### src/nn_delta_pkg.sv
//##########################################################################
// Shared definitions for the backpropagation delta-selection path
// Widths, fixed-point format, register map and configuration reset values
//##########################################################################

package nn_delta_pkg;

    // Activations, targets and deltas
    localparam int DELTA_W   = 32;
    localparam int FRAC_BITS = 8;              // Fraction bits in both formats

    typedef logic signed [DELTA_W-1:0] delta_t;

    // Weights in Q8.8
    localparam int WEIGHT_W = 16;

    typedef logic signed [WEIGHT_W-1:0] weight_t;

    // Full delta x weight product
    localparam int PROD_W = DELTA_W + WEIGHT_W;

    typedef logic signed [PROD_W-1:0] prod_t;

    // Layer index
    localparam int LAYER_W = 2;

    typedef logic [LAYER_W-1:0] layer_t;

    // Configuration register map and reset values
    localparam layer_t OUTPUT_LAYER_RST      = 2'd3;
    localparam logic   CFG_ADDR_OUTPUT_LAYER = 1'b0;
    localparam logic   CFG_ADDR_RELU_EN      = 1'b1;

    // Picker FSM
    typedef enum logic {
        PICK_IDLE,
        PICK_DONE
    } picker_state_t;

endpackage
### src/delta_cfg_regs.sv
//##########################################################################
// Configuration registers for the delta path
// Holds the output layer index and the ReLU derivative enable
//##########################################################################
`timescale 1ns/100ps

module delta_cfg_regs (
    input  logic                 clk,
    input  logic                 rst,
    input  logic                 cfg_wr,
    input  logic                 cfg_addr,
    input  nn_delta_pkg::delta_t cfg_wdata,
    output nn_delta_pkg::delta_t cfg_rdata,
    output nn_delta_pkg::layer_t output_layer,
    output logic                 relu_en
);

    import nn_delta_pkg::*;

    always_ff @(posedge clk) begin
        if (rst) begin
            output_layer <= OUTPUT_LAYER_RST;
            relu_en      <= 1'b1;                         // Mask on by default
        end else if (cfg_wr) begin
            case (cfg_addr)
                CFG_ADDR_OUTPUT_LAYER: output_layer <= cfg_wdata[LAYER_W-1:0];
                CFG_ADDR_RELU_EN:      relu_en      <= cfg_wdata[0];
                default: ;
            endcase
        end
    end

    // Readback mux, zero-extended to the data width
    always_comb begin
        case (cfg_addr)
            CFG_ADDR_OUTPUT_LAYER: cfg_rdata = delta_t'(output_layer);
            CFG_ADDR_RELU_EN:      cfg_rdata = delta_t'(relu_en);
            default:               cfg_rdata = '0;
        endcase
    end

endmodule

### src/delta_path_top.sv
//##########################################################################
// Delta-selection path top level
// Configuration registers, error fetcher, propagator and picker
//##########################################################################
`timescale 1ns/100ps

module delta_path_top (
    input  logic                  clk,
    input  logic                  rst,
    // Configuration port
    input  logic                  cfg_wr,
    input  logic                  cfg_addr,
    input  nn_delta_pkg::delta_t  cfg_wdata,
    output nn_delta_pkg::delta_t  cfg_rdata,
    // Error stream
    input  nn_delta_pkg::delta_t  act,
    input  nn_delta_pkg::delta_t  target,
    input  logic                  err_valid,
    output logic                  err_ready,
    // Propagation stream
    input  nn_delta_pkg::delta_t  next_delta,
    input  nn_delta_pkg::weight_t weight,
    input  nn_delta_pkg::delta_t  prop_act,
    input  logic                  prop_valid,
    output logic                  prop_ready,
    // Layer request stream
    input  nn_delta_pkg::layer_t  layer,
    input  logic                  layer_valid,
    output logic                  layer_ready,
    // Result stream
    output nn_delta_pkg::delta_t  result,
    output logic                  result_valid,
    input  logic                  result_ready
);

    import nn_delta_pkg::*;

    layer_t output_layer;
    logic   relu_en;
    delta_t fetch_delta;
    logic   fetch_valid;
    logic   fetch_ready;
    delta_t prop_delta;
    logic   prop_delta_valid;
    logic   prop_delta_ready;

    delta_cfg_regs u_cfg (
        .clk(clk), .rst(rst),
        .cfg_wr(cfg_wr), .cfg_addr(cfg_addr), .cfg_wdata(cfg_wdata), .cfg_rdata(cfg_rdata),
        .output_layer(output_layer), .relu_en(relu_en)
    );

    error_fetcher u_fetch (
        .clk(clk), .rst(rst),
        .act(act), .target(target), .err_valid(err_valid), .err_ready(err_ready),
        .fetch_delta(fetch_delta), .fetch_valid(fetch_valid), .fetch_ready(fetch_ready)
    );

    delta_propagator u_prop (
        .clk(clk), .rst(rst), .relu_en(relu_en),
        .next_delta(next_delta), .weight(weight), .prop_act(prop_act),
        .prop_valid(prop_valid), .prop_ready(prop_ready),
        .prop_delta(prop_delta), .prop_delta_valid(prop_delta_valid),
        .prop_delta_ready(prop_delta_ready)
    );

    delta_picker u_pick (
        .clk(clk), .rst(rst), .output_layer(output_layer),
        .layer(layer), .layer_valid(layer_valid), .layer_ready(layer_ready),
        .fetch_delta(fetch_delta), .fetch_valid(fetch_valid), .fetch_ready(fetch_ready),
        .prop_delta(prop_delta), .prop_delta_valid(prop_delta_valid),
        .prop_delta_ready(prop_delta_ready),
        .result(result), .result_valid(result_valid), .result_ready(result_ready)
    );

endmodule

### src/delta_picker.sv
//##########################################################################
// Delta picker
// Holds a layer request and one delta from each source, returns the
// fetcher delta for the output layer and the propagated one otherwise
//##########################################################################
`timescale 1ns/100ps

module delta_picker (
    input  logic                 clk,
    input  logic                 rst,
    input  nn_delta_pkg::layer_t output_layer,
    input  nn_delta_pkg::layer_t layer,
    input  logic                 layer_valid,
    output logic                 layer_ready,
    input  nn_delta_pkg::delta_t fetch_delta,
    input  logic                 fetch_valid,
    output logic                 fetch_ready,
    input  nn_delta_pkg::delta_t prop_delta,
    input  logic                 prop_delta_valid,
    output logic                 prop_delta_ready,
    output nn_delta_pkg::delta_t result,
    output logic                 result_valid,
    input  logic                 result_ready
);

    import nn_delta_pkg::*;

    picker_state_t state;

    layer_t layer_buf;
    delta_t fetch_buf;
    delta_t prop_buf;
    logic   layer_held;
    logic   fetch_held;
    logic   prop_held;
    logic   sel_fetch;                 // Source chosen for the pending result
    logic   want_fetch;
    logic   pick_go;
    logic   done_xfer;

    // Each slot accepts only while empty
    assign layer_ready      = !layer_held;
    assign fetch_ready      = !fetch_held;
    assign prop_delta_ready = !prop_held;

    assign want_fetch = (layer_buf == output_layer);
    assign pick_go    = layer_held && (want_fetch ? fetch_held : prop_held);
    assign done_xfer  = (state == PICK_DONE) && result_ready;

    always_ff @(posedge clk) begin
        if (rst) begin
            state      <= PICK_IDLE;
            sel_fetch  <= 1'b0;
            layer_held <= 1'b0;
            fetch_held <= 1'b0;
            prop_held  <= 1'b0;
        end else begin
            case (state)
                PICK_IDLE: begin
                    if (pick_go) begin
                        state     <= PICK_DONE;
                        sel_fetch <= want_fetch;     // Freeze selection
                    end
                end
                PICK_DONE: begin
                    if (result_ready) begin
                        state <= PICK_IDLE;
                    end
                end
                default: state <= PICK_IDLE;
            endcase

            // Held flags; a capture only happens on an empty slot
            if (layer_valid && layer_ready) begin
                layer_held <= 1'b1;
            end else if (done_xfer) begin
                layer_held <= 1'b0;
            end
            if (fetch_valid && fetch_ready) begin
                fetch_held <= 1'b1;
            end else if (done_xfer && sel_fetch) begin
                fetch_held <= 1'b0;
            end
            if (prop_delta_valid && prop_delta_ready) begin
                prop_held <= 1'b1;
            end else if (done_xfer && !sel_fetch) begin
                prop_held <= 1'b0;
            end
        end
    end

    // Buffers load at their transfer edge
    always_ff @(posedge clk) begin
        if (layer_valid && layer_ready) begin
            layer_buf <= layer;
        end
        if (fetch_valid && fetch_ready) begin
            fetch_buf <= fetch_delta;
        end
        if (prop_delta_valid && prop_delta_ready) begin
            prop_buf <= prop_delta;
        end
    end

    assign result       = sel_fetch ? fetch_buf : prop_buf;
    assign result_valid = (state == PICK_DONE);

endmodule

### src/delta_propagator.sv
//##########################################################################
// Hidden-layer delta propagator, two-stage pipeline
// Stage 1 multiplies delta by weight, stage 2 rescales and applies ReLU'
//##########################################################################
`timescale 1ns/100ps

module delta_propagator (
    input  logic                  clk,
    input  logic                  rst,
    input  logic                  relu_en,
    input  nn_delta_pkg::delta_t  next_delta,
    input  nn_delta_pkg::weight_t weight,
    input  nn_delta_pkg::delta_t  prop_act,
    input  logic                  prop_valid,
    output logic                  prop_ready,
    output nn_delta_pkg::delta_t  prop_delta,
    output logic                  prop_delta_valid,
    input  logic                  prop_delta_ready
);

    import nn_delta_pkg::*;

    logic   advance;
    prod_t  product;
    prod_t  s1_prod;
    logic   s1_pos;
    logic   s1_valid;
    prod_t  prod_shifted;
    delta_t scaled;

    // Whole pipe moves together; it stops only when stage 2 is stuck
    assign advance    = !prop_delta_valid || prop_delta_ready;
    assign prop_ready = advance;

    assign product = next_delta * weight;                  // Signed, full width

    // Stage 1 valid and stage 2 valid
    always_ff @(posedge clk) begin
        if (rst) begin
            s1_valid         <= 1'b0;
            prop_delta_valid <= 1'b0;
        end else if (advance) begin
            s1_valid         <= prop_valid;
            prop_delta_valid <= s1_valid;
        end
    end

    // Stage 1 payload
    always_ff @(posedge clk) begin
        if (advance) begin
            s1_prod <= product;
            s1_pos  <= (prop_act > 0);                     // ReLU derivative flag
        end
    end

    // Back to Q.8 and down to delta width
    assign prod_shifted = s1_prod >>> FRAC_BITS;
    assign scaled       = delta_t'(prod_shifted);

    // Stage 2 payload with the derivative mask
    always_ff @(posedge clk) begin
        if (advance) begin
            if (relu_en && !s1_pos) begin
                prop_delta <= '0;
            end else begin
                prop_delta <= scaled;
            end
        end
    end

endmodule

### src/error_fetcher.sv
//##########################################################################
// Output-layer error unit
// Computes act - target (MSE derivative) into a one-entry output register
//##########################################################################
`timescale 1ns/100ps

module error_fetcher (
    input  logic                 clk,
    input  logic                 rst,
    input  nn_delta_pkg::delta_t act,
    input  nn_delta_pkg::delta_t target,
    input  logic                 err_valid,
    output logic                 err_ready,
    output nn_delta_pkg::delta_t fetch_delta,
    output logic                 fetch_valid,
    input  logic                 fetch_ready
);

    import nn_delta_pkg::*;

    delta_t err_diff;
    logic   load;

    assign err_diff  = act - target;
    assign err_ready = !fetch_valid || fetch_ready;  // Empty, or drained this cycle
    assign load      = err_valid && err_ready;

    // Valid flag of the output register
    always_ff @(posedge clk) begin
        if (rst) begin
            fetch_valid <= 1'b0;
        end else if (load) begin
            fetch_valid <= 1'b1;
        end else if (fetch_ready) begin
            fetch_valid <= 1'b0;
        end
    end

    // Payload of the output register
    always_ff @(posedge clk) begin
        if (load) begin
            fetch_delta <= err_diff;
        end
    end

endmodule

### config.mk
export PLATFORM = sky130hd
export DESIGN_NAME = delta_path_top
export DESIGN_NICKNAME = d
export VERILOG_FILES = /design/src/nn_delta_pkg.sv /design/src/delta_cfg_regs.sv /design/src/delta_path_top.sv /design/src/delta_picker.sv /design/src/delta_propagator.sv /design/src/error_fetcher.sv
export SDC_FILE = /design/constraint.sdc
export NUM_CORES = 1
export LEC_CHECK = 0
export ABC_AREA = 1
export BUFFER_PORTS_ARGS = -buffer_cell sky130_fd_sc_hd__buf_2
export CAP_MARGIN = 20
export CORE_UTILIZATION = 45
export CTS_BUF_LIST = sky130_fd_sc_hd__clkbuf_8
export CTS_CLUSTER_SIZE = 12
export DETAILED_ROUTE_END_ITERATION = 8
export PLACE_DENSITY_LB_ADDON = 0.3
export SLEW_MARGIN = 20
export SYNTH_ARGS = -nofsm -noshare
export SYNTH_HDL_FRONTEND = slang
export SYNTH_SLANG_ARGS = --single-unit
### constraint.sdc
create_clock -name clk -period 8.35 [get_ports clk]
set_input_delay 1.2525 -clock clk [delete_from_list [all_inputs] [get_ports clk]]
set_output_delay 1.2525 -clock clk [all_outputs]
set_load 0.03 [all_outputs]
==> results of run 1 <==
[metal layers]
layer | track usage [%] | vias up
li1 | - | 9115
met1 | 29.0 | 9233
met2 | 39.4 | 627
met3 | 3.95 | 66
met4 | 4.79 | 0
met5 | 0 | -
[registers in the layout (all words and copies together), names as in the netlist, 2 cells and up]
register	flops
u_pick.fetch_buf	32
u_cfg.output_layer	2
u_pick.prop_buf	32
u_pick.layer_buf	2
u_prop.prop_delta	32
u_fetch.fetch_delta	32
u_prop.s1_prod	32
[area by class of cell]
type | instances | area share [%]
multi-input cells | 1927 | 59.7
flip-flops and latches | 174 | 19.1
well taps | 696 | 3.26
inverters | 878 | 12.3
clock inverters | 14 | 0.617
repair buffers | 206 | 4.05
clock buffers | 18 | 0.926
[worst max path at each step]
| stage | start | end | slack, ps | cells past startpoint |
|---|---|---|---|---|
| 2_1_floorplan | next_delta[14] | u_prop.s1_prod[33] | 1850 | 23 |
| 3_3_place_gp | weight[1] | u_prop.s1_prod[39] | 990 | 23 |
| 3_5_place_dp | weight[1] | u_prop.s1_prod[39] | 920 | 23 |
| 4_1_cts | weight[1] | u_prop.s1_prod[39] | 1410 | 23 |
| 5_1_grt | weight[1] | u_prop.s1_prod[39] | 1140 | 23 |
| 6_report | weight[1] | u_prop.s1_prod[39] | 1420 | 23 |
[cell usage after synthesis (16+ instances only)]
cell type	count
nand3_1	58
ha_1	133
edfxtp_1	163
fa_1	411
inv_1	878
nand4_1	16
a21oi_1	83
nand2_1	834
nor2_1	161
clkbuf_1	96
buf_4	30
o21ai_0	43
xor2_1	48
[cells in the final DEF, fill, tap and decap left out, drive strengths merged]
cell	Yosys	layout
a21boi	5	5
nand3	59	59
xor2	48	48
nor2	162	162
o31ai	2	2
bufinv	0	3
edfxtp	163	163
o221ai	1	1
fa	411	411
dfxtp	11	11
o211ai	3	3
o21bai	9	9
o21a	3	3
nand3b	4	4
a31oi	10	10
inv	878	886
and3	1	1
a21o	13	13
xnor2	10	10
a21oi	83	83
or2	12	12
a311o	1	1
ha	133	133
nor3	15	15
nor4	9	9
nand2	842	842
o21ai	45	45
conb	1	30
clkinv	0	3
clkbuf	97	18
nand4	16	16
buf	41	206
[stage by stage]
step | setup WS [ps] | area (um2) | utilization [%] | instances
after floorplan | 1850 | 25000 | - | 3117
after global placement | 994 | 26300 | 48.5 | 3880
after detailed placement | 921 | 26300 | 48.5 | 3880
after CTS | 1410 | 26700 | 49.3 | 3912
after global routing | 1140 | 26800 | 49.3 | 3913
final | 1420 | 26800 | 49.3 | 3913
[cells by family after synthesis]
kind of cell	Yosys count	share of synthesized area (%)
flops	174	20.5
fa+ha+maj	544	39.7
xor+xnor	58	2.04
compound gates	175	3.99
simple gates	1120	17.9
other cells	1	0.0151
buf+inv	1016	15.8
==> results.cfg, run 1 <==
[timing]
fin_skew_ps = 12.2
finalCriticalPeriod_ps = 6930
fmax_mhz = 144
tightest_slew_ps = 924
setup_tns_ps = 0
final-setup-viol-count = 0
finalHoldViolCount = 0
rsz0062_at_grt = false
period_share_pct = 83.0
slew_headroom_pct = 38.3
drv_slew = 0
timing.hold.ws_ps = 417

[critical_path]
cp_data_arrival_time_ps = 7130
max_stage_delay_ps = 560
reg2reg_to = u_pick.fetch_buf[28]
worstSetupPathType = in2reg
crit_required_ps = 8560
rr_startpoint = u_fetch.fetch_valid
endpoint_kind = register
crit_family = adder cells
crit_buf_inv = 7
r2r_cells = 3
reg2reg_slack_ps = 6560
cp_slowest_cell = buf_2
worstSetupStartpointType = input pin
crit_chain = buf_2 -> nand2_1 -> inv_1 -> fa_1 -> inv_1 -> fa_1 -> fa_1 -> inv_1 -> fa_1 -> inv_1 -> fa_1 -> fa_1 -> inv_1 -> ha_1 -> nand2_1 -> nor3_1 -> nand2_1 -> nor2_1 -> nand4_1 -> nand3_1 -> inv_1 -> nand2_1 -> nand2_1
path_max_fanout = 25

[yosys]
synthesis.area_um2 = 24900
ys_seq_area_share_pct = 20.5
ys_ff_latch = 174
synth_cell_types = 42
syn-mean-instance-area_um2 = 8.06
synth_enable_flop_cells = 163
synth_top_area_cell = fa_1
yosys-top-cells-area = fa_1, edfxtp_1, inv_1
async_reset_ff_share_pct = 0
synth.top_cell.area_share_pct = 33.1
ys.flop_type = edfxtp_1
ys_warn_count = 0
synth_cells = 3088

[route]
first_pass_iters = 5
wl_met2_um = 29700
drt_iter0_markers = 1116
wl_met3_um = 4290
drcViolationCount = 0
drt-met1-wl_um = 25800
wl_um = 60800
vias_per_cell = 4.87
wl_per_cell_um = 15.5
vias = 19000
top_layer = met4
drtAntennaViolNets = 0

[floorplanning]
die_h_um = 237
die_x_um = 237
initial_core_util_pct = 45.9
rows = 85
core_um2 = 54200
fp.dieArea_um2 = 56300
ios = 254

[layout]
antenna_cells = 0
syn_to_final_growth_pct = 7.47
nNetsFinal = 3934
multi_input_area_um2 = 16000
seqCellArea_um2 = 5110
fill_cells = 5309
drive_above_1_share_pct = 8.30

[clocking]
hold_buffers = 0
clockBufferDepth = 2
clk_latency_ps = 450
htreeDepth = 4
cts_root_buf = clkbuf_8
clkTransAtPathRegs_ps = 90
cts_resized = 0
cts_setup_buffers = 0
cts_sinks = 174
cts_tree = yes
cts_buffers = 17

[hold_path]
whs_endpoint = u_pick.fetch_buf[20]
whs_path_depth = 0
min_from = u_fetch.fetch_delta[20]
hp-class = reg2reg

[global_routing]
grt_pass1_wl_um = 99400
grt_start_max_net_pins = 69
gr-total-overflow = 0
grt_pass1_vias = 19600
grt.total_usage_pct = 22.5
antenna_found_initial = 0

[outcome]
status = finished clean

[run]
maxCapViolations = 0

[placement]
hpwl_um = 48000
io_buffers = 193
gp_congestion = 0.938
Power of run 1 is left out: the tool's default activity adds up to more than one toggle a clock period on the data nets, which glitch-free logic cannot reach.
==> run 2, diff against run 1 <==
==> constraint.sdc (replaced) <==
create_clock -name clk -period 6.15 [get_ports clk]
set_input_delay 0.9225 -clock clk [delete_from_list [all_inputs] [get_ports clk]]
set_output_delay 0.9225 -clock clk [all_outputs]
set_load 0.03 [all_outputs]
==> run 2 against run 1 <==
Net effect: worst hold slack barely moved; global-route usage fell by 0.29 points; via count rose by 2.9%; critical endpoint is now u_prop.s1_prod[37].
==> results.cfg, run 2 (synthesis results as in run 1) <==
[outcome]
status = finished clean

[timing]
tightest_slew_ps = 890
slew_headroom_pct = 40.6
period_share_pct = 97.1
rsz0062_at_grt = true
finalCriticalPeriod_ps = 5970
setup_tns_ps = 0
fin_skew_ps = 13.9
fmax_mhz = 167
drv_slew = 0
finalHoldViolCount = 0
final-setup-viol-count = 0

[global_routing]
grt.total_usage_pct = 22.2
grt_pass1_vias = 20000
antenna_found_initial = 0
grt_pass1_wl_um = 99000
gr-total-overflow = 0
grt_start_max_net_pins = 68

[placement]
io_buffers = 193
hpwl_um = 51200
gp_congestion = 0.916

[clocking]
cts_resized = 0
cts_sinks = 174
cts_buffers = 17
clockBufferDepth = 2
clk_latency_ps = 450
hold_buffers = 0
cts_tree = yes
htreeDepth = 4
cts_root_buf = clkbuf_8
clkTransAtPathRegs_ps = 90
cts_setup_buffers = 0

[floorplanning]
core_um2 = 54200
die_h_um = 237
rows = 85
die_x_um = 237
initial_core_util_pct = 45.9
ios = 254
fp.dieArea_um2 = 56300

[route]
vias_per_cell = 4.71
first_pass_iters = 5
wl_um = 59600
wl_per_cell_um = 14.4
drtAntennaViolNets = 0
vias = 19600
drt_iter0_markers = 1160
drcViolationCount = 0

[critical_path]
cp_data_arrival_time_ps = 6180
worstSetupPathType = in2reg
crit_required_ps = 6360
worstSetupStartpointType = input pin
path_max_fanout = 18
endpoint_kind = register

[layout]
antenna_cells = 0
final_common_cell = inv_1
fill_cells = 5113
syn_to_final_growth_pct = 16.3
final_cell_mix = inv_1, nand2_1, fa_1
drive_above_1_share_pct = 15.3
nNetsFinal = 4178

[hold_path]
hp-class = reg2reg

[run]
maxCapViolations = 0
-- run 2: layout make-up --
cell class	instances	area, um2	area share [%]
timing repair buffer	450	3250	11.2
sequential	174	5110	17.7
inverter	878	3300	11.4
multi-input combinational	1927	16100	55.5
clock buffer	17	234	0.808
clock inverter	14	118	0.406
tap	696	871	3.01
-- run 2: worst paths after layout --
check	start	to	slack, ps	depth (start not counted)
worst max-delay path	weight[15]	u_prop.s1_prod[37]	180	20
worst min-delay path	u_prop.prop_delta[25]	u_pick.prop_buf[25]	420	0
worst max register to register	u_pick.prop_held	u_prop.s1_prod[39]	4640	2
worst min register to register	u_prop.prop_delta[25]	u_pick.prop_buf[25]	420	0
-- run 2: metrics by stage --
stage / cells / util (%) / setup slack [ps] / hold slack [ps] / area, um2
global placement: 4124 / 52.5 / -381 / 401 / 28500
finish: 4156 / 53.4 / 176 / 418 / 29000
global route: 4156 / 53.4 / -16.1 / 427 / 29000
CTS: 4155 / 53.1 / 59.4 / 422 / 28800
floorplan: 3117 / - / 20.5 / 400 / 25000
detailed placement: 4124 / 52.5 / -437 / 405 / 28500
-- run 2: routing by layer --
| layer | vias to the layer above | track usage [%] | routed length [um] |
|---|---|---|---|
| met2 | 521 | 39.9 | 29600 |
| met3 | 50 | 2.53 | 3190 |
| met4 | 0 | 3.79 | 665 |
| li1 | 9604 | - | - |
| met1 | 9416 | 29.1 | 26200 |
| met5 | - | 0 | 0 |
-- run 2: critical path: stages --
cell      delay, ps
buf_2            90
inv_1           110
buf_12          190
or2_2           320
fa_1            470
fa_1            530
fa_1            430
fa_1            520
fa_1            430
fa_1            550
inv_1            60
ha_1            320
inv_1            70
o21ai_0         310
a21boi_2        120
buf_4           150
o21ai_0         270
a21oi_1         150
nand4_1         100
nand2_1          60
Power of run 2 is left out for the same reason.
==> run 3, diff against run 2 <==
--- a/config.mk
+++ b/config.mk
@@ -9,7 +9,7 @@
 export BUFFER_PORTS_ARGS = -buffer_cell sky130_fd_sc_hd__buf_2
 export CAP_MARGIN = 20
 export CORE_UTILIZATION = 45
-export CTS_BUF_LIST = sky130_fd_sc_hd__clkbuf_8
+export CTS_BUF_LIST = sky130_fd_sc_hd__clkbuf_16
 export CTS_CLUSTER_SIZE = 12
 export DETAILED_ROUTE_END_ITERATION = 8
 export PLACE_DENSITY_LB_ADDON = 0.3
==> run 3 against run 2 <==
Net effect: design area rose by 0.85%; routed wire length is 0.18% higher; die area unchanged; first-iteration DRC count down 0.60%; critical path type unchanged.
==> results.cfg, run 3 (synthesis results as in run 1) <==
[placement]
io_buffers = 193
hpwl_um = 51200
gp_congestion = 0.916

[timing]
fmax_mhz = 169
finalHoldViolCount = 0
period_share_pct = 96.3
drv_slew = 0
final-setup-viol-count = 0
tightest_slew_ps = 887
setup_tns_ps = 0
slew_headroom_pct = 40.8
rsz0062_at_grt = true
fin_skew_ps = 7.77
finalCriticalPeriod_ps = 5920
timing.hold.ws_ps = 415

[hold_path]
hp-class = reg2reg

[layout]
nNetsFinal = 4178
final_common_cell = inv_1
drive_above_1_share_pct = 15.6
final_util_pct = 53.8
syn_to_final_growth_pct = 17.3
antenna_cells = 0
final_cell_mix = inv_1, nand2_1, fa_1

[critical_path]
crit_family = adder cells
crit_required_ps = 6320
cp_data_arrival_time_ps = 6090
path_max_fanout = 13
cp_slowest_cell = fa_1
worstSetupPathType = in2reg
worstSetupStartpointType = input pin
crit_buf_inv = 10
endpoint_kind = register
critPathMostFrequentCell = inv_1
max_stage_delay_ps = 540

[clocking]
cts_root_buf = clkbuf_16
hold_buffers = 0
cts_tree = yes
clk_latency_ps = 420
htreeDepth = 4
cts_resized = 0
cts_buffers = 17
clockBufferDepth = 2
cts_sinks = 174
cts_setup_buffers = 0
clkTransAtPathRegs_ps = 60

[route]
vias_per_cell = 4.71
wl_um = 59800
drt_iter0_markers = 1153
first_pass_iters = 5
drtAntennaViolNets = 0
vias = 19600
drcViolationCount = 0
wl_per_cell_um = 14.4

[floorplanning]
die_x_um = 237
ios = 254
rows = 85
die_h_um = 237
initial_core_util_pct = 45.9
fp.dieArea_um2 = 56300
core_um2 = 54200

[run]
maxCapViolations = 0

[global_routing]
grt_pass1_wl_um = 99200
grt_start_max_net_pins = 68
gr-total-overflow = 0
grt.total_usage_pct = 22.2
grt_pass1_vias = 20100
antenna_found_initial = 0

[outcome]
status = finished clean
-- run 3: worst register-to-register path, delay by kind of cell, from the launching register on --
kind,cells,cell delay (ps)
DFF,1,360
and+or+nand+nor,1,90
buffers and inverters,1,610
-- run 3: layout make-up --
type | count | area [um2]
Fill cell | 5081 | 25000
Multi-Input combinational cell | 1927 | 16100
Sequential cell | 174 | 5110
Inverter | 878 | 3300
Timing Repair Buffer | 450 | 3250
Tap cell | 696 | 871
Clock buffer | 17 | 425
Clock inverter | 14 | 118
-- run 3: routing by layer --
layer  global-route usage [%]  wire length (um)  vias to the layer above
met5                        0                 0                        -
met4                     3.68               627                        0
met3                     2.16              3160                       42
met2                     40.1             29600                      547
met1                     29.1             26400                     9377
li1                         -                 -                     9612
-- run 3: metrics by stage --
step / instances / area [um2] / worst slack [ps]
floorplan: 3117 / 25000 / 20.5
global placement: 4124 / 28500 / -381
detailed placement: 4124 / 28500 / -437
CTS: 4155 / 29000 / 12.1
global route: 4156 / 29200 / -32.7
finish: 4156 / 29200 / 225
-- run 3: worst paths after layout --
path | to | cells after the start | start | slack (ps)
worst max register to register | u_prop.prop_delta[23] | 2 | u_pick.prop_held | 4660
worst min register to register | u_pick.prop_buf[23] | 0 | u_prop.prop_delta[23] | 410
worst min-delay path | u_pick.prop_buf[23] | 0 | u_prop.prop_delta[23] | 410
worst max-delay path | u_prop.s1_prod[34] | 25 | weight[10] | 230
Power of run 3 is left out for the same reason.
